<file path="config.mk">
export PLATFORM = sky130hd
export DESIGN_NAME = array_div
export DESIGN_NICKNAME = d
export VERILOG_FILES = /design/src/logic/div_data_pkg.sv /design/src/logic/div_pipe_pkg.sv /design/src/logic/row_if.sv /design/src/logic/sub_row.sv /design/src/logic/div_stage.sv /design/src/logic/array_div.sv
export VERILOG_INCLUDE_DIRS = /design/src /design/src/logic
export SDC_FILE = /design/constraint.sdc
export NUM_CORES = 1
export LEC_CHECK = 0
export BUFFER_PORTS_ARGS = -buffer_cell sky130_fd_sc_hd__buf_2
export CAP_MARGIN = 25
export CORE_ASPECT_RATIO = 1.2
export CORE_MARGIN = 5
export CORE_UTILIZATION = 38
export CTS_BUF_LIST = sky130_fd_sc_hd__clkbuf_16
export CTS_CLUSTER_SIZE = 16
export DETAILED_ROUTE_END_ITERATION = 8
export MAX_ROUTING_LAYER = met4
export PLACE_DENSITY = 0.54
export SLEW_MARGIN = 25
export SYNTH_ARGS = -nofsm -noshare
export SYNTH_HDL_FRONTEND = slang
export SYNTH_SLANG_ARGS = --single-unit
</file>
<file path="constraint.sdc">
create_clock -name clk -period 2.1 [get_ports clk]
set_clock_uncertainty 0.05 [all_clocks]
set_input_delay 0.105 -clock clk [delete_from_list [all_inputs] [get_ports clk]]
set_output_delay 0.105 -clock clk [all_outputs]
set_load 0.05 [all_outputs]
</file>
<file path="src/logic/div_defs.svh">
`ifndef DIV_DEFS_SVH
`define DIV_DEFS_SVH

// operand widths
`define DIV_DIVIDEND_W  16
`define DIV_DIVISOR_W   8   // divisor, quotient and remainder

// one subtract row per quotient bit
`define DIV_ROWS        8

// low columns of each row built from approximate cells, 0 keeps every row exact
`define DIV_APPROX_COLS 0

`endif

</file>
<file path="src/logic/div_data_pkg.sv">
package div_data_pkg;

`include "div_defs.svh"

    // operands at the divider boundary
    typedef logic [`DIV_DIVIDEND_W-1:0] dividend_t;
    typedef logic [`DIV_DIVISOR_W-1:0]  divisor_t;

    // results
    typedef logic [`DIV_DIVISOR_W-1:0]  quotient_t;
    typedef logic [`DIV_DIVISOR_W-1:0]  remainder_t;

endpackage

</file>
<file path="src/logic/div_pipe_pkg.sv">
package div_pipe_pkg;

`include "div_defs.svh"

    // previous remainder with the next dividend bit below it
    typedef logic [`DIV_DIVISOR_W:0]   partial_t;

    // dividend bits still to come, msb is the next one in
    typedef logic [`DIV_DIVISOR_W-1:0] pending_t;

    // quotient bits so far, shifted in at the lsb
    typedef logic [`DIV_ROWS-1:0]      qacc_t;

endpackage

</file>
<file path="src/logic/row_if.sv">
interface row_if import div_data_pkg::*, div_pipe_pkg::*; ();

    partial_t partial;
    pending_t pending;
    divisor_t divisor;  // travels with its dividend through every row
    qacc_t    qacc;

    // registered side of a row
    modport src (
        output partial,
        output pending,
        output divisor,
        output qacc
    );

    // consuming row
    modport dst (
        input  partial,
        input  pending,
        input  divisor,
        input  qacc
    );

endinterface

</file>
<file path="src/logic/sub_row.sv">
module sub_row import div_data_pkg::*, div_pipe_pkg::*; #(
    parameter int approx_cols = 0
) (
    input  partial_t   partial,
    input  divisor_t   divisor,
    output logic       qbit,
    output remainder_t rem
);

    localparam int cols = $bits(divisor_t);

    logic [cols:0]   borrow;    // borrow[c] enters column c
    logic [cols-1:0] differ;    // x and y differ per column
    logic [cols-1:0] diff;

    // a divider row never takes a borrow in
    assign borrow[0] = 1'b0;

    for (genvar c = 0; c < cols; c++) begin : g_col
        assign differ[c] = partial[c] ^ divisor[c];

        // same borrow rule in both cell kinds
        assign borrow[c+1] = differ[c] ? divisor[c] : borrow[c];

        if (c < approx_cols) begin : g_apx
            assign diff[c] = borrow[c+1];  // approximation 3, difference follows borrow-out
        end else begin : g_exact
            assign diff[c] = differ[c] ^ borrow[c];
        end
    end

    // subtract succeeds when the top bit covers the borrow
    assign qbit = partial[cols] | ~borrow[cols];

    // restore the partial remainder on a failed subtract
    always_comb begin
        if (qbit) begin
            rem = remainder_t'(diff);
        end else begin
            rem = remainder_t'(partial[cols-1:0]);
        end
    end

endmodule

</file>
<file path="src/logic/div_stage.sv">
module div_stage import div_data_pkg::*, div_pipe_pkg::*; #(
    parameter int approx_cols = 0
) (
    input  logic clk,
    input  logic rst_n,
    row_if.dst   up,
    row_if.src   down
);

    localparam int qacc_w    = $bits(qacc_t);
    localparam int pending_w = $bits(pending_t);

    logic       qbit;
    remainder_t rem;

    sub_row #(
        .approx_cols (approx_cols)
    ) u_row (
        .partial (up.partial),
        .divisor (up.divisor),
        .qbit    (qbit),
        .rem     (rem)
    );

    always_ff @(posedge clk) begin
        if (!rst_n) begin
            down.partial <= '0;
            down.pending <= '0;
            down.divisor <= '0;
            down.qacc    <= '0;
        end else begin
            down.divisor <= up.divisor;
            down.qacc    <= {up.qacc[qacc_w-2:0], qbit};  // newest quotient bit at the lsb
            // bring down the next dividend bit under the remainder
            down.partial <= {rem, up.pending[pending_w-1]};
            down.pending <= up.pending << 1;
        end
    end

    // row state is clean one cycle after a reset edge
    a_reset_clear: assert property (
        @(posedge clk) !rst_n |=> (down.partial == '0 && down.pending == '0 &&
                                   down.divisor == '0 && down.qacc == '0)
    ) else $error("div_stage: row registers not cleared after reset");

    // divisor moves down one row per cycle, unchanged
    a_divisor_follow: assert property (
        @(posedge clk) rst_n |=> (down.divisor == $past(up.divisor))
    ) else $error("div_stage: divisor lost between rows");

endmodule

</file>
<file path="src/logic/array_div.sv">
`include "div_defs.svh"

module array_div import div_data_pkg::*; #(
    parameter int approx_cols = `DIV_APPROX_COLS
) (
    input  logic       clk,
    input  logic       rst_n,
    input  dividend_t  dividend,
    input  divisor_t   divisor,
    output quotient_t  quotient,
    output remainder_t remainder
);

    // dividend bits that start in the first partial, the rest drain from pending
    localparam int top_w  = `DIV_DIVISOR_W + 1;
    localparam int low_w  = `DIV_DIVIDEND_W - top_w;

    dividend_t in_dividend;
    divisor_t  in_divisor;

    // rows[0] comes from the input registers, rows[i+1] from stage i
    row_if rows [0:`DIV_ROWS] ();

    // operand capture, one pair per clock
    always_ff @(posedge clk) begin
        if (!rst_n) begin
            in_dividend <= '0;
            in_divisor  <= '0;
        end else begin
            in_dividend <= dividend;
            in_divisor  <= divisor;
        end
    end

    assign rows[0].partial = in_dividend[`DIV_DIVIDEND_W-1 -: top_w];
    assign rows[0].pending = {in_dividend[low_w-1:0], 1'b0};  // left-aligned
    assign rows[0].divisor = in_divisor;
    assign rows[0].qacc    = '0;

    for (genvar i = 0; i < `DIV_ROWS; i++) begin : g_row
        div_stage #(
            .approx_cols (approx_cols)
        ) u_stage (
            .clk   (clk),
            .rst_n (rst_n),
            .up    (rows[i]),
            .down  (rows[i+1])
        );
    end

    assign quotient  = rows[`DIV_ROWS].qacc;
    // lsb of the last partial is the drained pending bit, not remainder
    assign remainder = rows[`DIV_ROWS].partial[`DIV_DIVISOR_W:1];

    // whole pipe flushed by a single reset edge
    a_out_reset: assert property (
        @(posedge clk) !rst_n |=> (quotient == '0 && remainder == '0)
    ) else $error("array_div: outputs not zero after reset");

endmodule

</file>
==> metrics, run 1 <==
CTS tree built; Final HPWL DP 10,400 um; most common cell in the netlist dfxtp_1; max cap viols 0; Power Total 0.00886 W; Layout area overhead 29.5%; Yosys top cell area share 48.6%; RSZ-0062 raised after global routing true; Comb power frac 13.1%; die height 175 um; Util after Layout 49.8%; gr usage total 12.3%; reg2reg start g_row[4].u_stage.down.partial[0]; 1st-iter DRT viols 177; Num CTS Buffers 22; Pint 0.00663 W; crit start category flop; post-synth top area cell dfxtp_1; Data arrival, critical path 2680 ps; Lkg Pwr 4.46 nW; share of cells above drive strength 1 25.5%; Final Non-Filler Cells 1,339; pwr dens 798 nW/um^2; vias in the first global route 6,087; Row Count 60; number of synthesized flops with an enable pin 0; Net Count, Synth 934; CTS sink cnt 208; Mapped Cells 900; Worst-Skew Late Latency 500 ps; Post-synth top flop dfxtp_1; Detailed Routing Iterations Pass 1 4; failing checks negative setup slack; Core Area 22,300 sq um; grt ovf 0; Post-synth top cells dfxtp_1, and2_1, inv_1, nor2_1, xnor2_1; share of flip-flops with an asynchronous set or reset 0%; io pins 42; synth top area cells dfxtp_1, and2_1, xnor2_1; Peak supply drop 0.000593 V; capture point of the worst reg-to-reg path g_row[5].u_stage.down.partial[5]; drt total wl 15,700 um; final setup margin -202 ps; Die ar. 25,700 sq um; Root Driver clkbuf_16; Mapped Area 8570 sq um; HP Start rst_n; minimum clock period 2300 ps; clock share of power 38.9%; Worst Hold End g_row[1].u_stage.down.divisor[5]; clock-pin slew on the worst setup and hold paths 60 ps; Seq/Total Area, Yosys 48.6%; Hold Crit Class in -> reg; count of pins over their slew limit 0; Highest Clock Rate 434 MHz; Placed Area 9550 sq um; Slew headroom 52.9%; final hold vios 0; Initial Utilization 38.5%; Final setup viols 8; vias 6,251; actual slew at the worst max-slew pin 707 ps; critical path class reg -> reg; routability cong. 0.769; Final nets 1,078; Flop pwr share 47.9%; Critical Path RT 2480 ps; placed insts 1,257; Distinct cells, synth 55; WL/cell 11.7 um; Synth Register Bits 208; Sw Share 25.2%; Mapped Avg Cell Area 9.53 sq um; Worst Reg-to-Reg Cells 9; Finished Cell Area 11,100 sq um; setup slack, reg-to-reg -200 ps; critical path endpoint category flop; n_diodes 0; fin crit share 110%; Die X 147 um; vias per cell 4.67; # DRC 0; total negative setup slack -659 ps; CTS Buffer Depth 3; CTS H-tree depth 1; pin count of the biggest net entering global routing 169; status finished, violations left; sw power 0.00223 W; Worst Path Max Fanout 2; hold path cells 3; I/O Buffers 41; final antenna-violating net count 0; initial antenna violation count 0; first-pass GRT wire length 26,200 um; Ys Warns 0
[cell type report]
class,instances,area [sq um]
inverters,57,214
multi-input cells,607,4560
well taps,279,349
fillers,2055,11200
clock inverters,18,101
repair buffers,148,1150
flip-flops and latches,208,4180
clock buffers,22,551
[metal layers]
layer,track usage [%],up-vias,share of wire (%)
met1,11.2,2837,38
met2,25.7,72,57
met3,2.01,28,3.4
li1,-,3314,-
met4,3.22,0,2.0
met5,-,-,0
[metrics by stage]
stage	setup WS [ps]	hold WS, ps
6_report	-202	17.6
3_3_place_gp	-201	260
5_1_grt	-320	39.0
3_5_place_dp	-257	261
2_1_floorplan	-1.66	177
4_1_cts	-173	30.5
[what timing repair did]
item                                    in CTS  in global routing
hold endpoints to repair                    24                  0
hold buffers                                24                  0
pin swaps                                   59                 45
gates resized for setup                     53                 72
buffers inserted                            10                  8
endpoints found under the setup margin      50                 57
[sequential cells by signal, indices dropped and copies added (netlist names)]
signal                      flops
g_row.u_stage.down.pending     21
g_row.u_stage.down.partial     71
g_row.u_stage.down.qacc        36
in_dividend                    16
g_row.u_stage.down.divisor     56
in_divisor                      8
[worst max-delay path: stages, from the launching register on]
cell and delay, ps:
dfxtp_2 330, inv_2 40, ha_4 150, maj3_2 310
buf_4 140, maj3_2 310, maj3_2 310, xnor2_1 130
or3_1 340, a21oi_2 130
[cells by family (layout without fill, tap and decap cells)]
logic type      after synthesis  count (layout)  share of synthesized area [%]
compound gates              175             175                           14.0
xor+xnor                     58              58                           5.92
fa+ha+maj                    31              31                           4.06
buf+inv                      85             245                           3.98
flops                       208             208                           48.6
mux                          10              10                           1.20
simple gates                333             333                           22.3
[power by group through the flow]
stage / logic (W) / registers, W / clock network [W]
after detailed placement: 0.000930 / 0.00432 / 0
after CTS: 0.00104 / 0.00424 / 0.00360
after global routing: 0.00127 / 0.00427 / 0.00374
after floorplan: 0.000635 / 0.00431 / 0
final: 0.00116 / 0.00425 / 0.00345
after global placement: 0.000919 / 0.00432 / 0
[placed cells by master (no fill, tap or decap), drive strengths merged, types with 4 or more instances in the layout]
| cell | n |
|---|---|
| o31ai | 18 |
| nand3b | 7 |
| o21a | 18 |
| nor4b | 6 |
| xnor2 | 48 |
| clkbuf | 22 |
| o21bai | 4 |
| nor3b | 4 |
| a21oi | 35 |
| clkinv | 13 |
| nand3 | 8 |
| inv | 58 |
| nor4 | 4 |
| dlygate4sd3 | 24 |
| ha | 8 |
| dfxtp | 208 |
| nand2b | 34 |
| nor2 | 51 |
| a211oi | 6 |
| clkinvlp | 4 |
| xor2 | 10 |
| nand2 | 31 |
| maj3 | 23 |
| and2 | 124 |
| a21o | 12 |
| o221a | 4 |
| and3 | 6 |
| a31oi | 5 |
| or3 | 15 |
| nor3 | 14 |
| a221oi | 6 |
| o21ai | 50 |
| nor2b | 20 |
| mux2i | 8 |
| buf | 124 |
[how the worst max path moves through the flow]
stage,from,to,slack [ps],depth (start not counted)
finish,g_row[4].u_stage.down.partial[0],g_row[5].u_stage.down.partial[5],-200,9
global route,g_row[4].u_stage.down.partial[0],g_row[5].u_stage.down.partial[5],-320,9
CTS,g_row[4].u_stage.down.partial[0],g_row[5].u_stage.down.partial[5],-170,9
detailed placement,g_row[5].u_stage.down.partial[0],g_row[6].u_stage.down.partial[1],-260,10
global placement,g_row[5].u_stage.down.partial[0],g_row[6].u_stage.down.partial[1],-200,10
floorplan,g_row[3].u_stage.down.partial[0],g_row[4].u_stage.down.partial[5],-2,8
No activity file was read; power rests on OpenSTA's default activity.
==> run 2: changes to the inputs <==
--- a/config.mk
+++ b/config.mk
@@ -16,6 +16,7 @@
 export DETAILED_ROUTE_END_ITERATION = 8
 export MAX_ROUTING_LAYER = met4
 export PLACE_DENSITY = 0.54
+export REMOVE_ABC_BUFFERS = 1
 export SLEW_MARGIN = 25
 export SYNTH_ARGS = -nofsm -noshare
 export SYNTH_HDL_FRONTEND = slang
==> run 2 against run 1 <==
The run still ends with negative setup slack left. Via count rose by 2.3%. Sequential share of layout area decreased by 1.1 points. Sequential cell count unchanged. Highest routed layer unchanged. Cell count is 1.9% higher. Critical endpoint unchanged. Worst setup slack better by 32 ps.
==> metrics, run 2 (synthesized netlist as in run 1, its figures left out) <==
drt total wl 16,600 um (was 15,700 um); capture point of the worst reg-to-reg path g_row[5].u_stage.down.partial[5] (unchanged); Data arrival, critical path 2650 ps (was 2680 ps); Final nets 1,101 (was 1,078); Worst Reg-to-Reg Cells 9 (unchanged); max cap viols 0 (unchanged); commonest non-fill, non-tap cells in the layout dfxtp_1, and2_1, buf_4, inv_1 (was dfxtp_1, and2_1, buf_4, inv_1, nor2_1); crit start category flop (unchanged); crit path cell chain inv_2 > ha_4 > maj3_2 > buf_4 > maj3_2 > maj3_2 > xnor2_1 > or3_1 > a21oi_1 (was inv_2 > ha_4 > maj3_2 > buf_4 > maj3_2 > maj3_2 > xnor2_1 > or3_1 > a21oi_2); clock-pin slew on the worst setup and hold paths 60 ps (about the same); Buffers & Inverters on Critical Path 2 (unchanged); Peak supply drop 0.000534 V (was 0.000593 V); Slew headroom 59.5% (was 52.9%); Die ar. 25,700 sq um (unchanged); Die X 147 um (unchanged); 1st-iter DRT viols 141 (was 177); final setup margin -170 ps (was -202 ps); Initial Utilization 38.5% (unchanged); CTS H-tree depth 1 (unchanged); initial antenna violation count 0 (unchanged); pwr dens 834 nW/um^2 (was 798 nW/um^2); Final setup viols 14 (was 8); Final Non-Filler Cells 1,364 (was 1,339); CP max-delay cell dfxtp_2 (was or3_1); Top Registers g_row.u_stage.down.partial x71, g_row.u_stage.down.divisor x56, g_row.u_stage.down.qacc x36 (unchanged); max reg flops 71 (unchanged); # DRC 0 (unchanged); Detailed Routing Iterations Pass 1 4 (unchanged); pre-CTS WS -276 ps (was -257 ps); I/O Buffers 41 (unchanged); Row Count 60 (unchanged); max incr delay on CP 330 ps (was 340 ps); vias per cell 4.69 (was 4.67); critical path class reg -> reg (unchanged); minimum clock period 2270 ps (was 2300 ps); vias 6,394 (was 6,251); status finished, violations left (unchanged); Worst Path Max Fanout 2 (unchanged); Final HPWL DP 11,300 um (was 10,400 um); Setup crit start g_row[4].u_stage.down.partial[0] (unchanged); grt ovf 0 (unchanged); count of pins over their slew limit 0 (unchanged); Lkg Pwr 4.63 nW (was 4.46 nW); Hold Crit Class in -> reg (unchanged); final hold vios 0 (unchanged); WL/cell 12.2 um (was 11.7 um); pin count of the biggest net entering global routing 169 (unchanged); Layout area overhead 33.3% (was 29.5%); RSZ-0062 raised after global routing true (unchanged); Core Area 22,300 sq um (unchanged); Finished Cell Area 11,400 sq um (was 11,100 sq um); placed insts 1,280 (was 1,257); CTS tree built (unchanged); Critical Path RT 2480 ps (about the same); die height 175 um (unchanged); cell count along the critical path 9 (unchanged); most common cell after layout, fill and taps aside dfxtp_1 (unchanged); CTS sink cnt 208 (unchanged); Root Driver clkbuf_16 (unchanged); first-pass GRT wire length 28,000 um (was 26,200 um); fill count 1,998 (was 2,055); setup slack, reg-to-reg -170 ps (was -200 ps); vias in the first global route 6,372 (was 6,087); CTS Buffer Depth 3 (unchanged); Highest Clock Rate 441 MHz (was 434 MHz); io pins 42 (unchanged); failing checks negative setup slack (unchanged); Placed Area 9730 sq um (was 9550 sq um); Most common cell on crit path maj3_2 (unchanged); gr usage total 13.3% (was 12.3%); routability cong. 0.774 (was 0.769); critical path endpoint category flop (unchanged); Setup crit end g_row[5].u_stage.down.partial[5] (unchanged); Worst path top cell family by delay adder cells (unchanged); fin crit share 108% (was 110%); share of cells above drive strength 1 27.7% (was 25.5%); final antenna-violating net count 0 (unchanged); actual slew at the worst max-slew pin 607 ps (was 707 ps); Num CTS Buffers 24 (was 22); reg2reg start g_row[4].u_stage.down.partial[0] (unchanged); final hold slack 80.5 ps (was 17.6 ps); n_diodes 0 (unchanged); Worst-Skew Late Latency 500 ps (about the same); Top reg by flops g_row.u_stage.down.partial (unchanged)
run 2: cell types whose count changed in the layout (fill, tap and decap cells not counted), moves of 3 or more:
cell and delta:
buf_4 +21, o21ai_0 +6, o21ai_1 -6, a21oi_1 -4, a31oi_1 +3, a31oi_2 -3, buf_6 -3, bufinv_16 +3
clkbuf_16 +3, clkinv_1 -3, nand3_1 -3, nor2_1 -3
run 2: per-stage QoR:
step                utilization, %  setup TNS, ps  total power (W)
CTS                           49.7          -1130          0.00959
global route                  51.3          -3060          0.00997
global placement              43.6          -5080          0.00528
floorplan                        -          -4860          0.00491
detailed placement            43.6          -6170          0.00529
finish                        51.3           -983          0.00954
run 2: where the power goes:
group | internal (W) | leakage [nW] | switching (W) | total, W
clock network | 0.00253 | 0.396 | 0.00160 | 0.00413
logic | 0.000580 | 2.53 | 0.000585 | 0.00116
registers | 0.00413 | 1.70 | 0.000117 | 0.00424
run 2: routing by layer:
| metal | wire length (um) | GRT usage (%) |
|---|---|---|
| met1 | 5910 | 11.7 |
| met2 | 9430 | 26.9 |
| met3 | 580 | 2.24 |
| met4 | 721 | 6.22 |
| met5 | 0 | - |
run 2: worst min path at each step:
stage                     cells after the start          from                                to  slack, ps
after global routing                          3         rst_n  g_row[3].u_stage.down.divisor[5]        110
final                                         3         rst_n  g_row[3].u_stage.down.divisor[6]         80
after CTS                                     3         rst_n  g_row[3].u_stage.down.divisor[6]         70
after detailed placement                      2  dividend[14]                   in_dividend[14]        260
after floorplan                               1         rst_n  g_row[4].u_stage.down.partial[2]        170
after global placement                        2    divisor[2]                     in_divisor[2]        260
run 2: worst min-delay path: cells and delay by family:
kind / cells / cell delay, ps
buf+inv: 2 / 320
simple gates: 1 / 150
run 2: timing repair:
action | CTS | global route
endpoints found under the setup margin | 49 | 51
endpoints found under the hold margin | 24 | 0
hold buffers | 24 | 0
resized for setup | 57 | 71
buffers inserted | 14 | 5
pin swaps | 70 | 36
run 2: final cells by class:
type / instances / area (sq um) / share of cell area (%)
clock buffer: 25 / 626 / 5.47
timing repair buffer: 169 / 1320 / 11.6
inverter: 57 / 214 / 1.87
tap: 279 / 349 / 3.05
multi-input combinational: 607 / 4570 / 40.0
sequential: 208 / 4180 / 36.5
clock inverter: 19 / 178 / 1.55
